<file path="src/verilog/pipePkg.sv">
`default_nettype none

package pipePkg;

    // issue width of the pipeline
    // lane 1 holds the older instruction
    parameter int LANES = 2;

    // access size of a load or store
    typedef enum logic [1:0] {
        BYTE = 2'd0,
        HALF = 2'd1,
        WORD = 2'd2
    } memSize_t;

    // control-transfer kind carried down the pipe
    typedef enum logic [1:0] {
        NONE      = 2'd0,
        EXCEPTION = 2'd1,
        ERET      = 2'd2
    } ctlType_t;

    // destination register index
    typedef logic [4:0] regIdx_t;

endpackage

`default_nettype wire

</file>
<file path="src/verilog/busPkg.sv">
`default_nettype none

package busPkg;

    // data bus payload
    typedef logic [31:0] word_t;

    // one enable per byte lane
    typedef logic [3:0] strobe_t;

    // byte address, the RAM drops the low two bits
    typedef logic [31:0] addr_t;

endpackage

`default_nettype wire

</file>
<file path="src/verilog/loadExtract.sv">
`timescale 1ns/1ns
`default_nettype none

module loadExtract (
    input  busPkg::word_t     word,
    input  logic [1:0]        addrLow,
    input  pipePkg::memSize_t size,
    input  logic              signedLoad,
    output busPkg::word_t     data
);

    busPkg::word_t shifted;
    logic [7:0]    byteSel;
    logic [15:0]   halfSel;

    // little-endian, byte 0 sits in bits 7:0
    assign shifted = word >> {addrLow, 3'b000};
    assign byteSel = shifted[7:0];
    assign halfSel = addrLow[1] ? word[31:16] : word[15:0];

    always_comb begin
        case (size)
            pipePkg::BYTE: begin
                if (signedLoad) begin
                    data = {{24{byteSel[7]}}, byteSel};
                end else begin
                    data = {24'd0, byteSel};
                end
            end
            pipePkg::HALF: begin
                if (signedLoad) begin
                    data = {{16{halfSel[15]}}, halfSel};
                end else begin
                    data = {16'd0, halfSel};
                end
            end
            default: data = word;
        endcase
    end

endmodule

`default_nettype wire

</file>
<file path="config.mk">
export PLATFORM = sky130hd
export DESIGN_NAME = loadExtract
export DESIGN_NICKNAME = d
export VERILOG_FILES = /design/src/verilog/pipePkg.sv /design/src/verilog/busPkg.sv /design/src/verilog/loadExtract.sv
export SDC_FILE = /design/constraint.sdc
export NUM_CORES = 1
export LEC_CHECK = 0
export BUFFER_PORTS_ARGS = -buffer_cell sky130_fd_sc_hd__buf_2
export CORE_ASPECT_RATIO = 0.9
export CORE_UTILIZATION = 35
export DETAILED_ROUTE_END_ITERATION = 8
export PLACE_DENSITY = 0.81
export SLEW_MARGIN = 15
export SYNTH_ARGS = -nofsm -noshare
export SYNTH_HDL_FRONTEND = slang
export SYNTH_SLANG_ARGS = --single-unit
</file>
<file path="constraint.sdc">
create_clock -name vclk -period 0.9
set_input_delay 0 -clock vclk [all_inputs]
set_output_delay 0 -clock vclk [all_outputs]
set_load 0.02 [all_outputs]
</file>
---- Yosys cells after proc, flatten, opt, wreduce, memory -nomap -nowiden ----
Index checks and enable logic that the tools add are counted.
word-level totals
  input port bits ......................... 37
  output and inout port bits .............. 32
  bits in registers ....................... 0
  logic and storage cells ................. 7
operators by class
  multiplexer cells ....................... 4
  reductions and logical operators ........ 1
  eq/ne operators ......................... 1
  shift-type cells ........................ 1
operator list
  kind                                                             count
  32-bit 2-to-1 mux                                                2
  32-bit one-hot mux with 2 select lines                           1
  32-bit by 5-bit >> shifter with 8-bit output                     1
  16-bit 2-to-1 mux                                                1
  2-bit by 1-bit == test with 1-bit output, second input constant  1
  2-bit logical NOT                                                1

---- Logic depth before layout (Yosys ltp) ----
  depth in word-level cells ............... 3
  mapped depth ............................ 5
  mapped depth without buffers ............ 3

---- Worst setup path before layout ----
Ideal clock, no wire load.
  path kind ............................... input to output
  start ................................... in addrLow[1]
  end ..................................... out data[16]
  arrival ................................. 1.016 ns
  path slack .............................. -0.116 ns
  stages .................................. 4
  cells stage by stage .................... buf_6 mux2i_1 mux2_4 o21ai_0
between the ends
  longest elaborated chain between the ends .. 3
RTL lines
  element                                                                            RTL line                              source
  start, declared                                                                    loadExtract.sv:6                      input logic [1:0] addrLow,
  32-bit by 5-bit >> shifter with 8-bit output or 16-bit 2-to-1 mux (tied branches)  loadExtract.sv:17, loadExtract.sv:19
  32-bit 2-to-1 mux (on tied branches)                                               loadExtract.sv:24, loadExtract.sv:31
  32-bit one-hot mux with 2 select lines *                                           loadExtract.sv:22                     case (size)
  end, declared                                                                      loadExtract.sv:9                      output busPkg::word_t data
Mark *: on every way between the ends. The rest lies on a longest branch, timed or not.

---- Worst setup path in the final report ----
  start ................................... in addrLow[1]
  end ..................................... out data[9]
The elaborated chain is that of the path after synthesis.

==> metrics.csv <==
stage,metric,value,unit
finish,layout cells sized above 1,0.703,
detailed_routing,final wirelength,3.31,mm
pwr,Leakage,0.000721,uW
finish,Area Growth Syn to Fin,114,%
setup_path,Crit Path Max Fanout,6,
pwr,proportion of power drawn by the clock network,0,
placement,hpwl dp,2.13,mm
die,Initial Util,0.369,
synthesis,"Net Count, Synth",130,
timing,"Hold Violations, Final",0,
setup_path,crit path kind,in2out,
synthesis,sequential-to-total area share from yosys stat,0,
timing,Tcrit/Tclk final,1.32,
timing,Final Max Slew Viols,0,
placement,Area after DPL,0.00122,mm^2
pwr,switching portion of total power,0.504,
setup_path,Crit. End Element,primary output,
detailed_routing,Pre-Repair DR Iteration Count,4,
synthesis,Synth area leader,mux2i_1,
clock_network,cts hold-fix bufs,0,
timing,Setup-failing EPs final,32,
detailed_routing,DRC Markers,0,
pwr,switching power,571,uW
finish,highest-count cells in the layout ignoring fill and taps,"buf_2 (42), buf_6 (29), nand2_1 (24)",
finish,Reg area,0,um^2
detailed_routing,post-route ant nets,0,
detailed_routing,detailed-route vias per instance,5.73,
synthesis,post-synth cell types,21,
pwr,Pint,562,uW
finish,FF+latch count,0,
timing,hold_ws,0.325,ns
timing,post-route setup slack,-0.288,ns
timing,FMAX,0.841,GHz
synthesis,synthesized area per cell,7.60,um^2
finish,# fillers,134,
detailed_routing,Vias,1128,
pwr,share of power burned in registers,0,
placement,GPL Wtd Cong,0.809,
die,Die Wd,49.4,um
grt,initial antenna violation count,0,
finish,Non-Filler Instances,197,
grt,pin count of the biggest net entering global routing,19,
synthesis,Mapped Area,707,um^2
pwr,Combinational Power Share,1.000,
run_status,status,"finished, violations left",
detailed_routing,WL/cell,16.8,um
finish,Inserted Diodes,0,
timing,Sum Neg Setup Slack,-6.79,ns
setup_path,end point of the critical path,data[9],
die,Core Region,0.00191,mm^2
placement,input/output buffers,69,
placement,Post-Place Cells,193,
synthesis,Synth Warn #,0,
detailed_routing,DR iter-0 viols,48,
synthesis,Yosys top cell area share,0.127,
die,# IOs,69,
setup_path,Worst Path Required,0.90,ns
pwr,P per Cell Area,748,mW/mm^2
grt,Total GRT Usage,0.281,
timing,Worst-Margin Slew,0.411,ns
pwr,peak supply drop,0.449,mV
timing,slew margin rel.,0.726,
setup_path,nature of the critical path startpoint,primary input,
setup_path,crit path from,addrLow[1],
synthesis,"top cells by area, synth","mux2i_1 (13%), nand2_1 (13%), o221a_2 (13%), o21ai_2 (12%), a221o_1 (11%)",
finish,Multi-input gate area,777,um^2
timing,min Tclk post-route,1.19,ns
synthesis,Mapped Cells,93,
grt,vias in the first global route,1088,
setup_path,arrival time worst endpoint,1.19,ns
placement,dpl ws,-0.318,ns
die,Die ar.,0.00220,mm^2
worst_hold_path,min-delay worst type,in2out,
grt,first-pass GRT wire length,4.94,mm
run_status,failing checks,setup timing,
die,row count,15,
finish,"most common cell after layout, fill and taps aside",buf_2,
finish,cell area after layout,0.00151,mm^2
timing,RSZ-0062 raised after global routing,yes,
grt,total gr overflow,0,
die,die height,44.6,um
finish,clkbuf count,0,
finish,fin nets,211,
run,max_cap viols,0,
## synthesized netlist by cell type
master	instances
buf_2	3
inv_2	1
nand2_1	24
a221o_1	8
mux2_4	1
mux4_2	1
a22o_1	8
o21ai_2	10
mux2i_1	9
nor2_1	1
nor3b_4	1
a21oi_2	1
clkbuf_1	2
o221a_2	8
o21ai_0	6
nor2b_1	1
nand2_2	1
buf_4	1
nand2b_1	2
nor3b_1	1
buf_6	3
## power groups by stage
stage          combinational [uW]  clock, uW  sequential, uW
2_1_floorplan                 563          0               0
3_3_place_gp                  856          0               0
3_5_place_dp                  868          0               0
4_1_cts                      1050          0               0
5_1_grt                      1190          0               0
6_report                     1130          0               0
## worst min path at each step
stage	startpoint	endpoint	slack (ns)	cells after the start
finish	word[17]	data[17]	0.33	4
global route	word[17]	data[17]	0.34	4
CTS	word[16]	data[16]	0.33	4
detailed placement	word[20]	data[20]	0.35	4
global placement	word[18]	data[18]	0.33	4
floorplan	word[21]	data[21]	0.16	2
## critical path, cell delays in order
cell     delay [ns]
buf_8          0.10
buf_4          0.15
nor2b_4        0.13
buf_4          0.15
a22o_1         0.21
a221o_1        0.31
buf_6          0.14
## area by class of cell
class | instances | area share
tap | 25 | 0.0207
inverter | 1 | 0.00248
timing repair buffer | 88 | 0.464
multi-input combinational | 83 | 0.513
## logic make-up after synthesis
group	Yosys count	synth area share
and+or+nand+nor	31	0.205
muxes	11	0.181
AOI/OAI and AO/OA	41	0.519
buffers and inverters	10	0.0956
## per-layer routing
layer  routed length (um)  vias to the layer above  global-route usage
met1                 1400                      538               0.352
met5                    0                        -                   0
met4                   13                        0              0.0114
met3                  214                        2              0.0241
met2                 1680                       60               0.551
li1                     -                      528                   -
## stage by stage
stage | power [uW] | utilization
final | 1130 | 0.791
after global routing | 1190 | 0.791
after detailed placement | 868 | 0.640
after CTS | 1050 | 0.754
after floorplan | 563 | -
after global placement | 856 | 0.640
## what timing repair did
action / CTS / global route
cloned: 0 / 1
setup endpoints to repair: 32 / 32
resized for setup: 61 / 13
pin swaps: 1 / 0
setup buffers: 3 / 0
Note: power is estimated with default switching activity, not from simulation.
