<file path="config.mk">
export PLATFORM = sky130hd
export DESIGN_NAME = memStage
export DESIGN_NICKNAME = d
export VERILOG_FILES = /design/src/verilog/pipePkg.sv /design/src/verilog/busPkg.sv /design/src/verilog/storeAlign.sv /design/src/verilog/memStage.sv
export SDC_FILE = /design/constraint.sdc
export NUM_CORES = 1
export LEC_CHECK = 0
export ABC_CLOCK_PERIOD_IN_PS = 18900
export BUFFER_PORTS_ARGS = -buffer_cell sky130_fd_sc_hd__buf_2
export CAP_MARGIN = 40
export CORE_AREA = 2 2 177 179
export CTS_BUF_LIST = sky130_fd_sc_hd__clkbuf_4 sky130_fd_sc_hd__clkbuf_8 sky130_fd_sc_hd__clkbuf_16
export DETAILED_ROUTE_END_ITERATION = 7
export DIE_AREA = 0 0 179 181
export PLACE_DENSITY = 0.54
export SYNTH_ARGS = -nofsm -noshare
export SYNTH_HDL_FRONTEND = slang
export SYNTH_SLANG_ARGS = --single-unit
</file>
<file path="constraint.sdc">
create_clock -name clk -period 18.9 [get_ports clk]
set_clock_uncertainty 0.1 [all_clocks]
set_input_delay 2.835 -clock clk [delete_from_list [all_inputs] [get_ports clk]]
set_output_delay 2.835 -clock clk [all_outputs]
set_load 0.05 [all_outputs]
</file>
<file path="src/verilog/pipePkg.sv">
`default_nettype none

package pipePkg;

    // issue width of the pipeline
    // lane 1 holds the older instruction
    parameter int LANES = 2;

    // access size of a load or store
    typedef enum logic [1:0] {
        BYTE = 2'd0,
        HALF = 2'd1,
        WORD = 2'd2
    } memSize_t;

    // control-transfer kind carried down the pipe
    typedef enum logic [1:0] {
        NONE      = 2'd0,
        EXCEPTION = 2'd1,
        ERET      = 2'd2
    } ctlType_t;

    // destination register index
    typedef logic [4:0] regIdx_t;

endpackage

`default_nettype wire

</file>
<file path="src/verilog/busPkg.sv">
`default_nettype none

package busPkg;

    // data bus payload
    typedef logic [31:0] word_t;

    // one enable per byte lane
    typedef logic [3:0] strobe_t;

    // byte address, the RAM drops the low two bits
    typedef logic [31:0] addr_t;

endpackage

`default_nettype wire

</file>
<file path="src/verilog/storeAlign.sv">
`timescale 1ns/1ns
`default_nettype none

module storeAlign (
    input  logic [1:0]        addrLow,
    input  pipePkg::memSize_t size,
    input  busPkg::word_t     rawData,
    output busPkg::word_t     data,
    output busPkg::strobe_t   strobe
);

    always_comb begin
        case (size)
            pipePkg::BYTE: begin
                // copy the byte into all four lanes
                data   = {4{rawData[7:0]}};
                strobe = busPkg::strobe_t'(4'b0001) << addrLow;
            end
            pipePkg::HALF: begin
                data   = {2{rawData[15:0]}};
                // bit 0 of the address is ignored for halfwords
                strobe = addrLow[1] ? 4'b1100 : 4'b0011;
            end
            default: begin
                data   = rawData;
                strobe = 4'b1111;
            end
        endcase
    end

endmodule

`default_nettype wire

</file>
<file path="src/verilog/memStage.sv">
`timescale 1ns/1ns
`default_nettype none

module memStage (
    input  logic                                         clk,
    input  logic                                         rst,
    input  logic                                         inReq,
    input  logic              [pipePkg::LANES-1:0]       laneValid,
    input  logic              [pipePkg::LANES-1:0]       memRead,
    input  logic              [pipePkg::LANES-1:0]       memWrite,
    input  logic              [pipePkg::LANES-1:0]       loadSigned,
    input  logic              [pipePkg::LANES-1:0]       regWrite,
    input  pipePkg::memSize_t [pipePkg::LANES-1:0]       size,
    input  pipePkg::ctlType_t [pipePkg::LANES-1:0]       ctlType,
    input  logic              [pipePkg::LANES-1:0]       tlbExc,
    input  busPkg::addr_t     [pipePkg::LANES-1:0]       addr,
    input  busPkg::word_t     [pipePkg::LANES-1:0]       storeData,
    input  busPkg::word_t     [pipePkg::LANES-1:0]       aluResult,
    input  pipePkg::regIdx_t  [pipePkg::LANES-1:0]       regDst,
    input  logic                                         bundleDone,
    output logic                                         inAck,
    output logic                                         bundleStart,
    output logic              [pipePkg::LANES-1:0]       accessEn,
    output logic              [pipePkg::LANES-1:0]       busWriteLane,
    output busPkg::addr_t     [pipePkg::LANES-1:0]       busAddrLane,
    output busPkg::word_t     [pipePkg::LANES-1:0]       busDataLane,
    output busPkg::strobe_t   [pipePkg::LANES-1:0]       busStrobeLane,
    output logic              [pipePkg::LANES-1:0]       stRegWrite,
    output pipePkg::memSize_t [pipePkg::LANES-1:0]       stSize,
    output logic              [pipePkg::LANES-1:0]       stSigned,
    output pipePkg::regIdx_t  [pipePkg::LANES-1:0]       stDst,
    output busPkg::word_t     [pipePkg::LANES-1:0]       stAlu,
    output logic              [pipePkg::LANES-1:0]       stMemRead,
    output logic                                         excOut
);

    // input handshake phases
    localparam logic [1:0] IDLE = 2'd0;
    localparam logic [1:0] BUSY = 2'd1;
    localparam logic [1:0] ACK  = 2'd2;

    logic [1:0] state;
    logic       capture;

    // registered bundle
    logic              [pipePkg::LANES-1:0] validQ;
    logic              [pipePkg::LANES-1:0] readQ;
    logic              [pipePkg::LANES-1:0] writeQ;
    logic              [pipePkg::LANES-1:0] tlbQ;
    logic              [pipePkg::LANES-1:0] regWriteQ;
    pipePkg::ctlType_t [pipePkg::LANES-1:0] ctlQ;
    busPkg::word_t     [pipePkg::LANES-1:0] storeQ;

    logic [pipePkg::LANES-1:0] ownExc;
    logic [pipePkg::LANES-1:0] live;

    assign capture = (state == IDLE) && inReq;
    assign inAck   = (state == ACK);

    always_ff @(posedge clk) begin
        if (rst) begin
            state       <= IDLE;
            bundleStart <= 1'b0;
            validQ      <= '0;
        end else begin
            bundleStart <= capture;
            if (capture) begin
                validQ <= laneValid;
            end
            case (state)
                IDLE:    if (inReq) state <= BUSY;
                BUSY:    if (bundleDone) state <= ACK;
                ACK:     if (!inReq) state <= IDLE;
                default: state <= IDLE;
            endcase
        end
    end

    always_ff @(posedge clk) begin
        if (capture) begin
            readQ      <= memRead;
            writeQ     <= memWrite;
            tlbQ       <= tlbExc;
            ctlQ       <= ctlType;
            storeQ     <= storeData;
            regWriteQ  <= regWrite;
            stSize     <= size;
            stSigned   <= loadSigned;
            stDst      <= regDst;
            stAlu      <= aluResult;
            busAddrLane <= addr;
        end
    end

    // a lane with its own exception does nothing
    for (genvar i = 0; i < pipePkg::LANES; i++) begin : gLane
        assign ownExc[i] = validQ[i] && (ctlQ[i] == pipePkg::EXCEPTION ||
                                         ctlQ[i] == pipePkg::ERET || tlbQ[i]);

        storeAlign uStoreAlign (
            .addrLow (busAddrLane[i][1:0]),
            .size    (stSize[i]),
            .rawData (storeQ[i]),
            .data    (busDataLane[i]),
            .strobe  (busStrobeLane[i])
        );
    end

    // older lane faulting kills the younger one
    assign live[1] = validQ[1] && !ownExc[1];
    assign live[0] = validQ[0] && !ownExc[0] && !ownExc[1];

    assign accessEn     = live & (readQ | writeQ);
    assign busWriteLane = writeQ;
    assign stMemRead    = readQ;
    assign excOut       = |ownExc;

    // squashed or invalid lanes write nothing back
    assign stRegWrite   = live & regWriteQ;

endmodule

`default_nettype wire

</file>
After elaboration in Yosys (flattened, before gate mapping)

Cells that the tools add are included.

Output and inout bits: 227
Input port bits: 226
Logic and storage cells: 63
Register bits: 225

Eq/ne operators: 11
Shift-type cells: 2
Bitwise logic cells: 3
Mux-type cells: 10
Reduce and logical (&&, ||, !) cells: 17

Operator list:

| cell                                                              | count |
|---|---|
| 32-bit one-hot mux with 2 select lines                            | 2 |
| 4-bit one-hot mux with 2 select lines                             | 2 |
| 2-bit by 1-bit == test with 1-bit output, second input constant   | 5 |
| 4-bit 2-to-1 mux                                                  | 2 |
| 1-bit by 2-bit left shift with 4-bit output, first input constant | 2 |
| 2-bit == test, second input constant                              | 3 |
| 1-bit logical AND                                                 | 6 |
| 2-bit zero test                                                   | 3 |
| 2-bit 2-to-1 mux                                                  | 3 |
| 2-bit inequality test, second input constant                      | 3 |
| 2-bit one-hot mux with 3 select lines                             | 1 |
| 2-bit AND                                                         | 2 |
| 1-bit logical OR                                                  | 4 |
| 3-bit AND reduction                                               | 1 |
| 1-bit zero test                                                   | 2 |
| 2-bit bitwise OR                                                  | 1 |
| 2-bit OR reduction                                                | 1 |

Logic depth before layout (Yosys ltp)

Word-level depth: 8
Mapped depth: 4
Gate-level depth less buffers: 3

Cells and area by module

A second synthesis with hierarchy kept.

Cells, all modules: 371
Area total of the unflattened synthesis: 7942.6 sq um

Modules (own cells, without submodules):

| module     | seq. area each (sq um) | times used | cells each | area each (sq um) |
|---|---|---|---|---|
| memStage   | 6706.4                 | 1          | 251        | 6879.1 |
| storeAlign | 0.0                    | 2          | 60         | 531.8 |

Worst setup path before layout

Ideal clock, no wire load.

Kind: input -> register
Start: input inReq
End: register validQ[0] (netlist bit)
Path slack: 9.816 ns
Stages on the path: 3
Arrival: 8.864 ns
Setup time: 0.120 ns
Data required time: 18.680 ns
Path buffers: 0
Cell sequence: nor3b_4 mux2i_1 nor2_1

Word-level cells in the longest chain between the ends: 1

Ends and longest elaborated chain:

| what                   | line           | text |
|---|---|---|
| start: declaration     | memStage.sv:7  | `input logic inReq,` |
| 1-bit logical AND      | memStage.sv:57 | `assign capture = (state == IDLE) && inReq;` |
| end signal: assignment | memStage.sv:68 | `validQ <= laneValid;` |
| end: declaration       | memStage.sv:46 | `logic [pipePkg::LANES-1:0] validQ;` |

Every way passes these cells.
A chain may end at the register's enable or synchronous reset.

==> flow_metrics.env <==
export IMPL_status="finished clean"
export IMPL_core_um2=30300
export IMPL_final_cell_area_um2=11300
export IMPL_grt_pass1_vias=5349
export IMPL_portBuffers=452
export IMPL_ir_drop_v=0.0000715
export IMPL_viasPerCell=4.00
export IMPL_ctsResizeCount=0
export IMPL_path_delay_family="flip-flops"
export IMPL_cp_cell_sequence="nor2_2 -> mux2_2 -> buf_2"
export IMPL_ys_ff_latch=225
export IMPL_seq_power_share=0.464
export IMPL_synth_fp_nets=597
export IMPL_clock_power_share=0.360
export IMPL_cts_tree="yes"
export IMPL_p_sw_uw=374
export IMPL_hold_depth=2
export IMPL_final_seq_area_um2=6710
export IMPL_start_util=0.257
export IMPL_die_h_um=181
export IMPL_clock_sinks=225
export IMPL_max_freq_ghz=0.187
export IMPL_n_fill_cell=2941
export IMPL_internal_power_uw=929
export IMPL_final_cell_mix="buf_2 (452), edfxtp_1 (220), mux2_2 (32), clkbuf_16 (25)"
export IMPL_path_class="reg2out"
export IMPL_cts_buffer_depth=3
export IMPL_crit_path_end_kind="primary output"
export IMPL_min_period_ns=5.36
export IMPL_grt_overflow=0
export IMPL_route_detailed_drc=0
export IMPL_relSlewSlack=0.569
export IMPL_cts_hold_buf=0
export IMPL_reg2regPathDepth=4
export IMPL_dieArea_um2=32400
export IMPL_tns_ns=0
export IMPL_clk_pin_slew_worst_paths_ns=0.06
export IMPL_drv_slew=0
export IMPL_drt_total_wl_um=21900
export IMPL_arrival_ns=2.42
export IMPL_required_ns=15.97
export IMPL_vias=4994
export IMPL_cts_buffers=24
export IMPL_synth_distinct_cells=25
export IMPL_io_pins=453
export IMPL_num_rows=64
export IMPL_post_dp_hpwl_um=17100
export IMPL_synth_area_per_cell_um2=21.1
export IMPL_netSwitchingFraction=0.287
export IMPL_holdCritPathClass="reg2reg"
export IMPL_grt_start_max_net_pins=65
export IMPL_postPlaceCellArea_um2=10500
export IMPL_synth_area_um2=7810
export IMPL_multi_input_area_um2=927
export IMPL_period_share=0.284
export IMPL_grt_usage=0.127
export IMPL_synthToLayoutAreaGrowth_pct=44.6
export IMPL_gp_congestion=0.742
export IMPL_cellLeakagePower_uw=0.00480
export IMPL_post_cts_buffers=0
export IMPL_cp_max_fo=12
export IMPL_setup_viol=0
export IMPL_p_per_area_nw_per_um2=115
export IMPL_drt_iter0_markers=141
export IMPL_die_w_um=179
export IMPL_ys_seq_area_frac=0.858
export IMPL_worst_pin_slew_ns=0.646
export IMPL_cts_max_level=1
export IMPL_critPathLaunchType="flop"
export IMPL_final_antenna_net_count=0
export IMPL_antenna_found_initial=3
export IMPL_crit_path_max_incr_delay_ns=0.66
export IMPL_crit_slowest_cell="edfxtp_1"
export IMPL_maxCapViolCount=0
export IMPL_rsz0062_at_grt="false"
export IMPL_ys_warn_count=0
export IMPL_final_nets=1059
export IMPL_post_drt_wl_per_cell_um=17.5
export IMPL_critical_path_depth=3
export IMPL_finalHoldViolCount=0
export IMPL_grt_pass1_wl_um=30900
export IMPL_first_pass_iters=4
export IMPL_syn_inst=371
export IMPL_clock_tree_root_cell="clkbuf_16"
export IMPL_cp_num_buf_inv=1
export IMPL_layout_drive_gt1_share=0.632
export IMPL_clock_latency_ns=0.51
export IMPL_pwr_share_comb=0.176
export IMPL_final_common_cell="buf_2"
## state kept, by name, summed over array words and instances, names as in the netlist
| signal | flops |
|---|---|
| stMemRead | 2 |
| tlbQ | 2 |
| ctlQ | 4 |
| busWriteLane | 2 |
| state | 2 |
| stSigned | 2 |
| validQ | 2 |
| stSize | 4 |
| stAlu | 64 |
| busAddrLane | 64 |
| regWriteQ | 2 |
| stDst | 10 |
| storeQ | 64 |
| bundleStart | 1 |
## stage by stage
stage               cells  worst slack [ns]  power (uW)  hold slack [ns]  utilization
finish               1248             13.54        1300            0.438        0.372
CTS                  1246             13.47        1320            0.444        0.372
floorplan             371              9.82         782            0.388            -
detailed placement   1203             14.04         848            0.437        0.346
global route         1248             13.43        1350            0.461        0.372
global placement     1201             13.95         844            0.422        0.344
## cells by family (layout without fill, tap and decap cells)
kind of cell / count (synthesis) / count (layout) / share of synthesized area
DFF: 225 / 225 / 0.858
buffers and inverters: 27 / 506 / 0.0229
muxes: 50 / 50 / 0.0692
and+or+nand+nor: 37 / 37 / 0.0242
AOI/OAI and AO/OA: 30 / 30 / 0.0231
xor gates and xnor gates: 2 / 2 / 0.00224
other: 0 / 2 / 0
## routing by layer
layer,track usage,share of wire
met4,0.0429,0.029
met1,0.129,0.34
met5,0,0
met2,0.232,0.51
met3,0.0541,0.12
## layout make-up
| cell class | instances | share of cell area |
|---|---|---|
| flip-flops and latches | 225 | 0.594 |
| well taps | 396 | 0.0438 |
| diodes | 2 | 0.000443 |
| multi-input cells | 119 | 0.0821 |
| clock inverters | 8 | 0.00808 |
| clock buffers | 35 | 0.0620 |
| repair buffers | 460 | 0.209 |
| inverters | 3 | 0.000997 |
## worst register-to-register path, delay by kind of cell (launching register included)
family / cells / cell delay (ns)
buf+inv: 3 / 1.23
flops: 1 / 0.36
simple gates: 1 / 0.23
## power groups by stage
| stage | clock (uW) | sequential [uW] | combinational, uW |
|---|---|---|---|
| 6_report | 469 | 604 | 229 |
| 5_1_grt | 501 | 608 | 241 |
| 4_1_cts | 487 | 605 | 233 |
| 3_5_place_dp | 0 | 615 | 232 |
| 3_3_place_gp | 0 | 615 | 229 |
| 2_1_floorplan | 0 | 693 | 88.3 |
## Yosys cell counts
master | n | share of area
o21bai_1 | 4 | 0.0038
xnor2_1 | 1 | 0.0011
nor2b_1 | 3 | 0.0024
nand2_1 | 18 | 0.0086
o211a_1 | 1 | 0.0013
nand2b_1 | 3 | 0.0024
buf_4 | 19 | 0.018
dfxtp_1 | 5 | 0.013
nand3b_1 | 1 | 0.00096
nor2_2 | 1 | 0.00080
mux2_2 | 32 | 0.046
nor2_4 | 1 | 0.0014
mux2i_1 | 18 | 0.023
o21ai_0 | 17 | 0.011
a21oi_1 | 2 | 0.0013
and3_1 | 1 | 0.00080
o21a_1 | 1 | 0.00096
xor2_1 | 1 | 0.0011
a21o_1 | 5 | 0.0048
edfxtp_1 | 220 | 0.85
buf_2 | 5 | 0.0032
nor3b_4 | 1 | 0.0024
nor3_1 | 3 | 0.0019
nor2_1 | 5 | 0.0024
inv_1 | 3 | 0.0014
## path summary, 6_finish.rpt
kind	start	to	slack, ns
worst min register to register	state[1]	state[1]	0.44
worst min-delay path	state[1]	state[1]	0.44
worst max register to register	state[1]	busAddrLane[41]	16.62
worst max-delay path	stSize[2]	busDataLane[46]	13.54
Note: power is estimated with default switching activity, not from simulation.
