===== src/verilog/pipePkg.sv =====
`default_nettype none

package pipePkg;

    // issue width of the pipeline
    // lane 1 holds the older instruction
    parameter int LANES = 2;

    // access size of a load or store
    typedef enum logic [1:0] {
        BYTE = 2'd0,
        HALF = 2'd1,
        WORD = 2'd2
    } memSize_t;

    // control-transfer kind carried down the pipe
    typedef enum logic [1:0] {
        NONE      = 2'd0,
        EXCEPTION = 2'd1,
        ERET      = 2'd2
    } ctlType_t;

    // destination register index
    typedef logic [4:0] regIdx_t;

endpackage

`default_nettype wire


===== src/verilog/busPkg.sv =====
`default_nettype none

package busPkg;

    // data bus payload
    typedef logic [31:0] word_t;

    // one enable per byte lane
    typedef logic [3:0] strobe_t;

    // byte address, the RAM drops the low two bits
    typedef logic [31:0] addr_t;

endpackage

`default_nettype wire


===== src/verilog/dbusSequencer.sv =====
`timescale 1ns/1ns
`default_nettype none

module dbusSequencer (
    input  logic                                   clk,
    input  logic                                   rst,
    input  logic                                   bundleStart,
    input  logic            [pipePkg::LANES-1:0]   accessEn,
    input  logic            [pipePkg::LANES-1:0]   busWriteLane,
    input  busPkg::addr_t   [pipePkg::LANES-1:0]   busAddrLane,
    input  busPkg::word_t   [pipePkg::LANES-1:0]   busDataLane,
    input  busPkg::strobe_t [pipePkg::LANES-1:0]   busStrobeLane,
    input  logic                                   busAck,
    input  busPkg::word_t                          busRdata,
    output logic                                   busReq,
    output logic                                   busWe,
    output busPkg::addr_t                          busAddr,
    output busPkg::word_t                          busWdata,
    output busPkg::strobe_t                        busStrobe,
    output logic                                   bundleDone,
    output busPkg::word_t   [pipePkg::LANES-1:0]   loadWord
);

    localparam logic [1:0] IDLE    = 2'd0;
    localparam logic [1:0] REQ     = 2'd1;
    localparam logic [1:0] RELEASE = 2'd2;
    localparam logic [1:0] DONE    = 2'd3;

    logic [1:0] state;
    // lane being served
    logic       cur;

    assign busReq     = (state == REQ);
    assign bundleDone = (state == DONE);

    // bus fields follow the current lane
    assign busWe     = busWriteLane[cur];
    assign busAddr   = busAddrLane[cur];
    assign busWdata  = busDataLane[cur];
    assign busStrobe = busStrobeLane[cur];

    always_ff @(posedge clk) begin
        if (rst) begin
            state <= IDLE;
            cur   <= 1'b1;
        end else begin
            case (state)
                IDLE: begin
                    if (bundleStart) begin
                        if (accessEn[1]) begin
                            cur   <= 1'b1;
                            state <= REQ;
                        end else if (accessEn[0]) begin
                            cur   <= 1'b0;
                            state <= REQ;
                        end else begin
                            state <= DONE;
                        end
                    end
                end
                REQ: begin
                    if (busAck) state <= RELEASE;
                end
                RELEASE: begin
                    // wait for the RAM to drop ack
                    if (!busAck) begin
                        if (cur && accessEn[0]) begin
                            cur   <= 1'b0;
                            state <= REQ;
                        end else begin
                            state <= DONE;
                        end
                    end
                end
                default: state <= IDLE;
            endcase
        end
    end

    always_ff @(posedge clk) begin
        if (state == REQ && busAck) begin
            loadWord[cur] <= busRdata;
        end
    end

endmodule

`default_nettype wire


===== config.mk =====
export PLATFORM = sky130hd
export DESIGN_NAME = dbusSequencer
export DESIGN_NICKNAME = d
export VERILOG_FILES = /design/src/verilog/pipePkg.sv /design/src/verilog/busPkg.sv /design/src/verilog/dbusSequencer.sv
export SDC_FILE = /design/constraint.sdc
export NUM_CORES = 1
export LEC_CHECK = 0
export BUFFER_PORTS_ARGS = -buffer_cell sky130_fd_sc_hd__buf_2
export CAP_MARGIN = 25
export CORE_AREA = 3 3 121 123
export CTS_CLUSTER_SIZE = 24
export DETAILED_ROUTE_END_ITERATION = 12
export DIE_AREA = 0 0 124 126
export HOLD_SLACK_MARGIN = 0.1
export PLACE_DENSITY_LB_ADDON = 0.2
export SLEW_MARGIN = 30
export SYNTH_ARGS = -nofsm -noshare
export SYNTH_HDL_FRONTEND = slang
export SYNTH_SLANG_ARGS = --single-unit

===== constraint.sdc =====
create_clock -name clk -period 3 [get_ports clk]
set_input_delay 0.75 -clock clk [delete_from_list [all_inputs] [get_ports clk]]
set_output_delay 0.75 -clock clk [all_outputs]
set_load 0.05 [all_outputs]

After elaboration in Yosys (flattened, before gate mapping)

Cells that the tools add are included.

Flip-flop bits (word level): 67
Latch bits: 0
Memory bits (writable): 0
Bits in read-only memories: 0
Output and inout port bits: 135
Memories kept: 0

Add/sub/neg operators: 0
$mul: 0
Divide/modulo/power cells: 0
Magnitude comparators: 2
Equal/unequal tests: 8
Shift operators: 0
Mux-type cells: 24
Bitwise gates (word level): 0
Reductions and logical operators: 7

Operator list:

| operator             | number |
|---|---|
| $mux W32             | 5 |
| $bwmux W64           | 1 |
| $demux W32 S1        | 1 |
| $mux W2              | 6 |
| $mux W4              | 2 |
| $ne A2 B2 Y1 const B | 4 |
| $mux W1              | 7 |
| $pmux W2 S3          | 1 |
| $reduce_and A5 Y1    | 1 |
| $eq A2 B2 Y1 const B | 2 |
| $logic_and A1 B1 Y1  | 3 |
| $ne A3 B3 Y1 const B | 1 |
| $reduce_and A3 Y1    | 1 |
| $eq A2 B1 Y1 const B | 1 |
| $logic_not A2 Y1     | 1 |
| $lt A1 B2 Y1 const B | 1 |
| $pmux W1 S2          | 1 |
| $reduce_bool A2 Y1   | 1 |
| $ge A1 B1 Y1 const B | 1 |

Longest topological paths before layout

Gate-level depths: netlist of run 1.

Depth after elaboration: 5
Depth in mapped cells: 4
Mapped depth without buffers: 3

Worst setup path after synthesis of run 1

Ideal clock, no wire load.

Path kind: reg2reg
Start: register state[0]
End: register loadWord[32] (netlist bit) (enable)
Setup time: 392 ps
Arrival time: 2,143 ps
Required time: 2,608 ps
Slack: 465 ps
Cell stages (with the launch flop): 3
Path buffers: 0
Clock period less this slack: 2,535 ps
Cells stage by stage: dfxtp_1 nor2b_1 and3_1

Word-level cells in the longest chain between the ends: 2

RTL lines:

| what                           | line                | RTL |
|---|---|---|
| start: declaration             | dbusSequencer.sv:29 | `logic [1:0] state;` |
| start signal: assignment       | dbusSequencer.sv:44 | `state <= IDLE;` |
| start signal: assignment       | dbusSequencer.sv:52 | `state <= REQ;` |
| start signal: assignment       | dbusSequencer.sv:55 | `state <= REQ;` |
| $eq A2 B1 Y1                   | -                   |  |
| via busReq                     | dbusSequencer.sv:15 | `output logic busReq,` |
| $logic_and A1 B1 Y1            | dbusSequencer.sv:81 | `if (state == REQ && busAck) begin` |
| end signal: indexed assignment | dbusSequencer.sv:82 | `loadWord[cur] <= busRdata;` |
| end: declaration               | dbusSequencer.sv:21 | `output busPkg::word_t [pipePkg::LANES-1:0] loadWord` |

The timed path passes the listed nets, and every way through them passes these cells.
A chain may end at the register's enable or synchronous reset.

Worst setup path in the final report of run 1

Start: register cur
End: output busAddr[15]

Word-level cells in the longest chain between the ends: 2

RTL lines:

| what                                         | line                | RTL |
|---|---|---|
| start: declaration                           | dbusSequencer.sv:31 | `logic cur;` |
| start signal: assignment                     | dbusSequencer.sv:45 | `cur <= 1'b1;` |
| start signal: assignment                     | dbusSequencer.sv:51 | `cur <= 1'b1;` |
| start signal: assignment                     | dbusSequencer.sv:54 | `cur <= 1'b0;` |
| $mux W32 (implied by the code) (2 in series) | dbusSequencer.sv:38 | `assign busAddr = busAddrLane[cur];` |
| end: declaration                             | dbusSequencer.sv:17 | `output busPkg::addr_t busAddr,` |

Every way passes these cells. The select of a mux whose other input is x is not followed.

==> summary by stage, run 1 <==
Pwr
The internal power of the cells is 1930 µW. The share of total power dissipated in sequential elements is 37.7%. Of the total power, the share spent switching nets is between 30% and 40%.

In this run the power density over the cells is around 550 nW/µm². Summed over all cells, the static leakage comes to 0.00271 µW. The clock network burns approximately a third of the power. The analysis attributes to net switching a power of between 900 and 1000 µW. The worst-case IR drop observed on VDD is 404 µV.

The combinational share of power is 30.7%.

Floorplan
The floorplan row count is 43. The horizontal die dimension is 124 µm. The initial utilization of the core area, before any placement, comes to approximately a quarter. The y dimension of the die is 126 µm. The count of boundary I/O pins is 311. The standard cell core area is 13800 µm². The area of the die is 15600 µm².

Setup path
STA classifies the critical path endpoint as an output pin. The data required time at the worst endpoint is around 2.3 ns. The critical path's largest stage delay is 0.65 ns.

For this design, the slowest cell found on the critical path is sky130_fd_sc_hd__dfxtp_4. The maximum fanout along the worst path is 27. STA classifies the critical path startpoint as a flop.

The critical path starts at cur$_SDFFE_PP1P_. The worst register-to-register path begins at cur$_SDFFE_PP1P_. The critical path in this run is classified as reg -> out. Traced cell by cell, the critical path runs through buf_12, mux2_4, buf_2.

Data on the critical path arrives at its endpoint at 1.78 ns.

Global route
The total congestion overflow after global routing is 0. The number of antenna violations at the first check in global routing is 4. The number of global-route vias before repair came to 2761.

The aggregate global-route resource usage is 12.4%. The largest net degree at the start of global routing is 33. The first global-routing pass estimated 14700 µm of wire.

Cells and area
Once layout is done, the placed cells without fillers occupy 5280 µm². The area of the multi-input gates is 1170 µm². Of the cells placed in the final design, the portion with a size suffix greater than 1 is 81.7%.

Across the whole layout, storage elements account for 1990 µm². The number of fill cells in the layout is around 1.4k. From synthesis to final layout, the design area changed by 59.8%. The net count of the finished layout is 664.

CTS
The buffer levels on the longest clock path is 2. The clock net in this run drives a total of 67 sinks. The number of buffers created by CTS is 9. Hold repair after CTS inserted 0 buffers. The H-tree level count is 3.

The clock input transition at the sequential cells of the worst setup and hold paths is 0.05 ns. The source-to-sink clock delay at the later pin of the worst-skew pair is 0.32 ns. Post-CTS repair changed the size of 0 cells. The cell at the root of the clock tree is sky130_fd_sc_hd__clkbuf_16. The number of post-CTS setup repair buffers is 0. The TritonCTS clock tree is done.

STA
Across all setup checks in the final design, the least slack found is 0.471 ns. The smallest clock period supported by the final layout is computed as 2.53 ns. The worst path uses between 80% and 90% of the clock period. The achievable clock frequency is 0.395 GHz. The final hold violation count is 0.

At the pin with the least slew margin, the transition time is 0.493 ns. The count of pins over their slew limit is 0. The tightest slew margin relative to the limit is between 60% and 70%. The final sum of negative setup slack is 0 ns. The total setup violations reported at the end of the flow is 0. The worst hold slack across all endpoints is 0.540 ns. Setup repair after global routing left no endpoint under its margin.

The setup skew after layout is 0.00438 ns.

Drt
For this block, the routed nets add up to 10600 µm of wire. The post-detailed-route DRC marker count is 0. Across all layers, the routed design uses 2732 vias. The detailed-routing iteration count for the pre-antenna-repair pass is 4. After the first detailed-routing iteration, the DRC count stood at 54. The final routed wire length divided by cell count is 15.8 µm. The detailed-route vias per instance is 4.05. The count of nets left with antenna violations after detail routing is 0.

Synth
The sequential element share of the synthesized area is about three fifths. The area of the mapped netlist is 3300 µm². Of the total synthesized cell area, the portion taken by XOR and XNOR cells is 0%.

Summing the areas of all fa, ha and maj instances in the mapped netlist gives 0% of the synthesized area. The area fraction in compound gates after synthesis is under 10%. During synthesis, Yosys emitted a total of 0 warnings. The number of instances in the synthesized netlist is roughly 170. The multiplexer area fraction after synthesis is between 30 and 40%. The synthesized netlist devotes 2.54% of its cell area to simple gates. The average cell area after synthesis is a little under 20 µm².

The main combinational cell family by area after synthesis is multiplexers. The register bit count reported by yosys is 67. In this run, distinct cell masters in the synthesized netlist total 22.

The post-synthesis net count is 344.

Place
The final estimated routing congestion in global placement is 0.822. After detailed placement, the total cell area comes to approximately 5000 µm². The worst setup slack after placement is 0.809 ns. In this run the tool buffered the top-level ports with 310 buffer cells. Detailed placement ended at an HPWL of 8960 µm.

Hold path
The startpoint identified for the worst hold timing path is state[1]$_SDFFE_PP0P_. The classification of the worst-slack hold path is reg -> reg.

Outcome
The run finished with clean final reports.

Flow run
Max-cap violations in this run came to 0.
==> cell usage in the layout, fill, tap and decap left out <==
cell	instances
sky130_fd_sc_hd__nand2_1	2
sky130_fd_sc_hd__clkinvlp_4	2
sky130_fd_sc_hd__buf_2	310
sky130_fd_sc_hd__clkbuf_16	9
sky130_fd_sc_hd__clkinv_2	3
sky130_fd_sc_hd__inv_1	1
sky130_fd_sc_hd__a221oi_2	1
sky130_fd_sc_hd__mux2_2	1
sky130_fd_sc_hd__nand2b_1	4
sky130_fd_sc_hd__a21o_1	1
sky130_fd_sc_hd__or2b_1	2
sky130_fd_sc_hd__o21ai_1	1
sky130_fd_sc_hd__and3_1	2
sky130_fd_sc_hd__edfxtp_1	64
sky130_fd_sc_hd__buf_4	5
sky130_fd_sc_hd__nor2b_1	1
sky130_fd_sc_hd__inv_2	1
sky130_fd_sc_hd__a31o_1	1
sky130_fd_sc_hd__dfxtp_1	2
sky130_fd_sc_hd__clkbuf_1	2
sky130_fd_sc_hd__a31oi_1	1
sky130_fd_sc_hd__a21oi_1	2
sky130_fd_sc_hd__and2_1	1
sky130_fd_sc_hd__buf_12	2
sky130_fd_sc_hd__dfxtp_4	1
sky130_fd_sc_hd__mux2_4	68
sky130_fd_sc_hd__diode_2	1
sky130_fd_sc_hd__nor2_1	3
==> power by group through the flow <==
stage | combinational [µW] | clock [µW] | sequential (µW)
after global placement | 885 | 0 | 1100
after CTS | 892 | 942 | 1090
after floorplan | 613 | 0 | 1160
after global routing | 924 | 978 | 1090
final | 884 | 913 | 1090
after detailed placement | 892 | 0 | 1100
==> area by class of cell <==
cell class	instances	area share (%)
antenna	1	0.0474
clock buffer	11	4.41
clock inverter	5	0.569
inverter	2	0.142
multi-input combinational	91	22.1
sequential	67	37.6
tap	180	4.26
timing repair buffer	317	30.8
==> worst max-delay path, delay by kind of cell, from the launching register on <==
kind	cells	cell delay, ns
DFF	1	0.65
muxes	1	0.32
buffers and inverters	2	0.45
==> synthesized netlist by cell type <==
cell type	instances	area share, %
sky130_fd_sc_hd__o21ai_1	1	0.15
sky130_fd_sc_hd__a21o_1	1	0.23
sky130_fd_sc_hd__inv_1	1	0.11
sky130_fd_sc_hd__mux2_4	68	31
sky130_fd_sc_hd__dfxtp_1	3	1.8
sky130_fd_sc_hd__nor2_1	3	0.34
sky130_fd_sc_hd__buf_8	1	0.45
sky130_fd_sc_hd__mux2_2	1	0.34
sky130_fd_sc_hd__buf_6	1	0.34
sky130_fd_sc_hd__or2b_1	2	0.45
sky130_fd_sc_hd__and2_1	1	0.19
sky130_fd_sc_hd__edfxtp_1	64	58
sky130_fd_sc_hd__inv_2	1	0.11
sky130_fd_sc_hd__a31oi_1	1	0.19
sky130_fd_sc_hd__a21oi_1	2	0.30
sky130_fd_sc_hd__nand2_1	2	0.23
sky130_fd_sc_hd__a221oi_2	1	0.45
sky130_fd_sc_hd__and3_1	2	0.38
sky130_fd_sc_hd__buf_12	6	3.6
sky130_fd_sc_hd__nor2b_1	1	0.19
sky130_fd_sc_hd__a31o_1	1	0.27
sky130_fd_sc_hd__nand2b_1	4	0.76
==> logic make-up after synthesis <==
logic type / Yosys count
flops: 67
buf+inv: 10
compound gates: 7
simple gates: 15
mux: 69
==> stage by stage <==
stage,std cells,utilization (%),total power (µW)
global placement,657,36.4,1990
global route,674,38.3,2990
detailed placement,657,36.4,2000
floorplan,168,-,1780
CTS,673,38.3,2920
finish,674,38.3,2880
==> per-layer routing <==
| layer | vias up | wire (µm) | track usage [%] | part of all wire, % |
|---|---|---|---|---|
| li1 | 1293 | - | - | - |
| met3 | 16 | 1490 | 6.47 | 14 |
| met5 | - | 27 | 0 | 0.25 |
| met2 | 169 | 5470 | 22.4 | 51 |
| met4 | 4 | 133 | 3.74 | 1.3 |
| met1 | 1250 | 3510 | 12.1 | 33 |
==> state kept, by name (all words and copies together), names as in the netlist <==
name      cells
loadWord     64
cur           1
state         2
==> final timing paths <==
path,endpoint,slack [ns],depth (start not counted)
worst max-delay path,busAddr[15],0.47,3
worst min-delay path,state[0]$_SDFFE_PP0P_,0.54,2
worst max register to register,loadWord[59]$_DFFE_PP_,1.15,3
worst min register to register,state[0]$_SDFFE_PP0P_,0.54,2
(Power assumes the default switching activity.)
==> run 2: changes to the inputs <==
==> constraint.sdc (replaced) <==
create_clock -name clk -period 2.25 [get_ports clk]
set_input_delay 0.5625 -clock clk [delete_from_list [all_inputs] [get_ports clk]]
set_output_delay 0.5625 -clock clk [all_outputs]
set_load 0.05 [all_outputs]
==> summary by stage, run 2 (synthesis results as in run 1) <==
STA
The count of pins over their slew limit is 0. For the final database, setup skew stands at around 0.0056 ns. The final critical delay including setup and external delays is ~2.1 ns. The final hold violation count is 0. The tightest slew margin relative to the limit is about 78%. The total setup violations reported at the end of the flow is 0. The worst-margin pin slew is 0.334 ns. The achievable clock frequency is about 0.48 GHz. Setup repair after global routing left no endpoint under its margin. In the final timing run, aggregate negative setup slack is 0 ns.

The final critical-path share of the clock period is 93.4%. The worst path setup slack after routing is 0.148 ns. Final hold analysis gives a worst-case slack of 0.427 ns.

Setup path
STA puts the critical path data arrival time at 1.54 ns. Along the worst path, the maximum fanout reaches 22. The worst setup path is launched from a flop.

The worst setup path is captured at an output pin. In this run the critical register-to-register path is captured at loadWord[17]$_DFFE_PP_. The length in cells of the worst reg-to-reg path is 3. The data required time at the worst endpoint is around 1.7 ns. Setup slack on the worst reg-to-reg path comes out at around 0.74 ns. By startpoint and endpoint, the worst setup path is classified as reg -> out. The startpoint identified for the worst register-to-register timing path is state[0]$_SDFFE_PP0P_.

Floorplan
The initial utilization of the core area, before any placement, comes to about a quarter. The area of the die is approximately 16000 µm². The y dimension of the die is 126 µm. The count of boundary I/O pins is 311.

The die is 124 µm wide. The standard cell core area is around 14000 µm². The floorplan row count is 43.

Place
The placed standard-cell area is 5050 µm². The count of input and output buffers is 310. Prior to clock tree synthesis, the placed netlist has a worst setup slack of 0.477 ns. The congestion estimate from routability-driven global placement came to 0.761. The HPWL after detailed placement is 9450 µm.

Drt
The final layout contains routed wiring with a total length of 11400 µm. The first TritonRoute pass finished after 4 iterations. The detailed-route vias per instance is ~4. The violation count after the first detailed-routing iteration is 86. The total vias in the final route is about 2.8k. Once detail routing completed, the nets flagged for antenna violations numbered 0. In the final routed layout, each cell accounts on average for 16.9 µm. After detailed routing, the number of remaining DRC violations is 0.

Pwr
The internal power of the cells is 2710 µW. Power spread over the standard cell area amounts to 756 nW/µm². For this design the static power due to leakage is ~0.0027 µW.

The part of the power in the clock network is 34.4%. The worst-case IR drop observed on VDD is 554 µV. Sequential cells burn 35.3% of the power. The power after layout is approximately 4000 µW. The combinational share of power is 30.3%. The net load switching power is between 1000 and 1500 µW. The net switching fraction of the power is 33.0%.

Cells and area
In the layout the commonest cells are sky130_fd_sc_hd__buf_2 (310), sky130_fd_sc_hd__mux2_4 (68), sky130_fd_sc_hd__edfxtp_1 (64), sky130_fd_sc_hd__clkbuf_16 (9), sky130_fd_sc_hd__buf_12 (5). In the final design database the tool counted 663 nets. The repair_antennas step left the layout with diodes totalling 0. Relative to the synthesized area, the layout overhead comes to 61.9%. The flip-flop count of the largest register after layout is 64.

The register with the most flip-flops is loadWord. The largest registers in the layout are loadWord x64, state x2, cur x1. The library cell used most frequently in the layout, excluding fill and tap cells, is sky130_fd_sc_hd__buf_2. The final cell area excluding filler cells is 5350 µm². The fraction of final layout cells with drive strength greater than 1 is 82.3%.

Global route
Global routing finished with a remaining overflow of 0. The number of global-route vias before repair is about 2.9k. Global routing consumed, over all layers together, a little over an eighth of the routing resources.

The number of antenna violations at the first check in global routing came to 0. The wire length of the first global-routing pass is 15700 µm. The largest net degree at the start of global routing is 33.

Flow run
Max-cap violations in this run came to 0.

CTS
Counting along the longest clock path gives a buffer depth of 2. The root buffer cell chosen for the clock tree is sky130_fd_sc_hd__clkbuf_16. Once the clock tree was built, the resizer swapped 0 gates to a different size.

The TritonCTS clock tree is done. The H-tree level count is 3. The later pin in the worst-skew pair is clocked with a latency of ~0.32 ns.

The sink count of the clock tree is 67. The number of hold buffers added after CTS was 0. The number of buffers created by CTS is 9.

The number of post-CTS setup repair buffers is 0. Clock-pin slew was measured on the worst setup and hold paths at 0.06 ns.

Hold path
The worst min-delay path endpoint is loadWord[42]$_DFFE_PP_. The worst hold path stage count is 1. The classification of the worst-slack hold path is in -> reg. The startpoint of the worst hold path is busRdata[10].

Outcome
The run finished with clean final reports.
## run 2: cell types whose count changed in the layout (fill, tap and decap cells not counted), moves of 2 or more
cell / change
sky130_fd_sc_hd__and3_2: +2
sky130_fd_sc_hd__inv_6: +2
sky130_fd_sc_hd__clkinv_2: -3
sky130_fd_sc_hd__clkbuf_1: -2
sky130_fd_sc_hd__buf_4: -4
sky130_fd_sc_hd__buf_12: +3
sky130_fd_sc_hd__and3_1: -2
## run 2: cell type report
| class | count | area (µm²) |
|---|---|---|
| Multi-Input combinational cell | 91 | 1170 |
| Clock inverter | 7 | 75.1 |
| Tap cell | 180 | 225 |
| Sequential cell | 67 | 1990 |
| Clock buffer | 9 | 225 |
| Inverter | 2 | 7.51 |
| Timing Repair Buffer | 316 | 1660 |
| Fill cell | 1347 | 8420 |
## run 2: worst max path at each step
| stage | startpoint | to | slack [ns] | cells after the start |
|---|---|---|---|---|
| after floorplan | state[0]$_SDFFE_PP0P_ | loadWord[0]$_DFFE_PP_ | 0.02 | 2 |
| after global placement | busDataLane[19] | busWdata[19] | 0.48 | 3 |
| after detailed placement | cur$_SDFFE_PP1P_ | busWdata[24] | 0.48 | 3 |
| after CTS | cur$_SDFFE_PP1P_ | busWdata[24] | 0.12 | 3 |
| after global routing | cur$_SDFFE_PP1P_ | busWdata[24] | 0.10 | 3 |
| final | cur$_SDFFE_PP1P_ | busWdata[24] | 0.15 | 3 |
## run 2: routing by layer
| metal | routed length, µm | track usage [%] | vias to the layer above |
|---|---|---|---|
| li1 | - | - | 1284 |
| met1 | 4110 | 14.9 | 1318 |
| met4 | 65 | 2.71 | 0 |
| met3 | 1440 | 5.61 | 6 |
| met2 | 5770 | 23.6 | 159 |
| met5 | 0 | 0 | - |
## run 2: per-stage QoR
step                cells  utilization [%]
floorplan             168                -
global placement      656             36.7
detailed placement    656             36.7
CTS                   672             38.8
global route          672             38.8
finish                672             38.8
## run 2: critical path: stages, from the launching register on
cell,delay [ns]
sky130_fd_sc_hd__dfxtp_4,0.40
sky130_fd_sc_hd__buf_12,0.21
sky130_fd_sc_hd__mux2_4,0.35
sky130_fd_sc_hd__buf_2,0.24
## run 2: power by group through the flow
stage                     Combinational (µW)  Clock [µW]  Sequential [µW]
after detailed placement                1230           0             1460
after global placement                  1230           0             1450
after floorplan                          818           0             1550
final                                   1220        1390             1430
after global routing                    1280        1500             1430
after CTS                               1240        1440             1430
==> run 3: changes to the inputs <==
--- a/config.mk
+++ b/config.mk
@@ -13,6 +13,7 @@
 export DIE_AREA = 0 0 124 126
 export HOLD_SLACK_MARGIN = 0.1
 export PLACE_DENSITY_LB_ADDON = 0.2
+export REMOVE_ABC_BUFFERS = 1
 export SLEW_MARGIN = 30
 export SYNTH_ARGS = -nofsm -noshare
 export SYNTH_HDL_FRONTEND = slang
==> constraint.sdc (replaced) <==
create_clock -name clk -period 2.25 [get_ports clk]
set_input_delay 0.225 -clock clk [delete_from_list [all_inputs] [get_ports clk]]
set_output_delay 0.225 -clock clk [all_outputs]
set_load 0.05 [all_outputs]
==> summary by stage, run 3 (synthesis results as in run 1) <==
Cells and area
The filler-free cell count of the finished design is 702. The largest registers in the layout are loadWord x64, state x2, cur x1. Fill cells in the final layout number 1315. The post-route core utilization is 41.1%. In the layout the commonest cells are sky130_fd_sc_hd__buf_2 (310), sky130_fd_sc_hd__mux2_4 (68), sky130_fd_sc_hd__edfxtp_1 (64), sky130_fd_sc_hd__dlygate4sd3_1 (32), sky130_fd_sc_hd__clkbuf_16 (9). Across the whole layout, storage elements account for between 1500 and 2000 µm². The commonest non-fill, non-tap cell in the layout is sky130_fd_sc_hd__buf_2. The register with the most flip-flops in the layout has 64 of them. The fraction of final layout cells with drive strength greater than 1 is between 70% and 80%.

The number of antenna repair diodes is 0. The net total in the final layout is ~690. The register with the most flip-flops is loadWord. Relative to the synthesized area, the layout overhead comes to 71.1%. The multi-input combinational cells in the finished layout cover a total of approximately 1200 µm².

CTS
The clock input transition at the sequential cells of the worst setup and hold paths is about 0.050 ns. The H-tree level count is 3. The tree is rooted in a sky130_fd_sc_hd__clkbuf_16. The number of post-CTS setup repair buffers is 0. The buffer levels on the longest clock path is 2. The source-to-sink clock delay at the later pin of the worst-skew pair is 0.32 ns.

The TritonCTS clock tree is done. The clock net in this run drives a total of 67 sinks. Counting the buffers created by CTS gives 9.

Floorplan
The y dimension of the die is 126 µm. The floorplan row count is 43. Measured along the x axis, the die boundary spans 124 µm. The floorplan step defined a core boundary enclosing 13800 µm². The area of the die is roughly 16000 µm². For this configuration, the core starts out at a cell density of a little under a quarter. The count of boundary I/O pins is 311.

Setup path
The data required time at the worst endpoint is about 2.0 ns. Across all register-to-register paths, the minimum setup slack is a little under 0.6 ns. The family with the most delay on the worst path is flip-flops. The arrival time at the worst endpoint is approximately 1.7 ns. Among all stages on the critical path, the largest delay is contributed by sky130_fd_sc_hd__dfxtp_4. The critical path's largest stage delay is 0.58 ns.

Traced cell by cell, the critical path runs through buf_12, mux2_4, buf_2. The kind of start point of the critical path is a flop. The critical path capture point type is an output pin. The critical path contains buffers and inverters numbering 2 combined. Of all nets on the critical path, the largest fanout is 27.

The classification of the worst setup path is reg -> out.

STA
The final hold violation count is 0. Across the routed clock network, the largest skew measured is 0.00532 ns. The count of pins over their slew limit is 0. Of the available clock period, the critical path in the final layout requires around 87%. The achievable clock frequency is 0.513 GHz. The total setup violations reported at the end of the flow is 0. The clock period could shrink to just under 2 ns.

The worst-margin pin slew is 0.456 ns. Setup repair after global routing left no endpoint under its margin. The tightest slew margin relative to the limit is approximately 70%.

Global route
The total congestion overflow after global routing is 0. The number of global-route vias before repair is around 2.9k. The aggregate global-route resource usage is 13.2%. The largest net degree at the start of global routing is 33. The wire length of the first global-routing pass is 15500 µm. The number of antenna violations at the first check in global routing is 2.

Pwr
IR analysis of the VDD net gives a maximum drop of 305 µV. The leakage power is 0.00287 µW. The power per cell area is about 750 nW/µm².

Hold path
The classification of the worst-slack hold path is in -> reg.

Drt
The total vias in the final route is 2819. Before antenna repair, the detailed router went through 4 iterations. Using the TritonRoute via totals, the vias-per-cell ratio works out to 4.02. The post-detailed-route DRC marker count is 0. The final routed wire length divided by cell count is around 15 µm.

The detailed router finished its first iteration with 123 violations. The detail route stage leaves a number of antenna-violating nets equal to 0. Wires add up to 10900 µm.

Outcome
The flow ran to the end, and the final reports show no timing, DRC or antenna violations.

Place
The count of input and output buffers is between 300 and 400. Routability-driven placement finished with a final weighted congestion of 0.809. Once detailed placement completed, the half-perimeter wirelength came to just under 9000 µm.

Counting tap cells, the placed design contains a total of 654 instances.

Flow run
Across the run, the number of max-cap violations was 0.
-- run 3: cell count changes in the layout (fill, tap and decap cells not counted), sizes merged --
cell / change
inv: -1
clkinvlp: -2
dlygate4sd3: +32
bufinv: +2
clkbuf: +1
buf: -2
-- run 3: final cells by class --
class | count | share of cell area (%)
clock inverter | 6 | 1.99
sequential | 67 | 35.1
clock buffer | 10 | 4.05
inverter | 2 | 0.133
tap | 180 | 3.98
multi-input combinational | 91 | 20.7
timing repair buffer | 346 | 34.1
-- run 3: report_power, final --
| part | total [µW] | switching (µW) | internal, µW |
|---|---|---|---|
| Sequential | 1440 | 30.6 | 1410 |
| Combinational | 1220 | 763 | 459 |
| Clock | 1570 | 490 | 1090 |
| Total | 4240 | 1280 | 2960 |
-- run 3: repair_timing --
item	in CTS	in global routing
resized for setup	0	0
hold buffers	32	0
endpoints found under the hold margin	64	0
-- run 3: final timing paths --
kind / startpoint / end / cells after the start
worst max-delay path: cur$_SDFFE_PP1P_ / busAddr[7] / 3
worst min-delay path: busRdata[6] / loadWord[38]$_DFFE_PP_ / 1
worst max register to register: state[0]$_SDFFE_PP0P_ / loadWord[63]$_DFFE_PP_ / 3
worst min register to register: state[1]$_SDFFE_PP0P_ / state[0]$_SDFFE_PP0P_ / 2
-- run 3: per-stage QoR --
stage	instance area [µm²]	total power (µW)	TNS [ns]	worst slack (ns)	hold slack [ns]
after floorplan	3160	2350	-206.06	-2.00	0.291
after global placement	4990	2650	0	0.564	0.413
after detailed placement	4990	2660	0	0.564	0.417
after CTS	5660	4310	0	0.260	0.113
after global routing	5660	4410	0	0.218	0.114
final	5660	4240	0	0.301	0.122
-- run 3: metal layers --
metal	routed length, µm	track usage [%]	vias up	share of wire [%]
met3	1230	4.89	18	11
li1	-	-	1347	-
met2	5700	23.9	171	52
met4	187	4.77	4	1.7
met5	31	0	-	0.29
met1	3720	13.7	1279	34
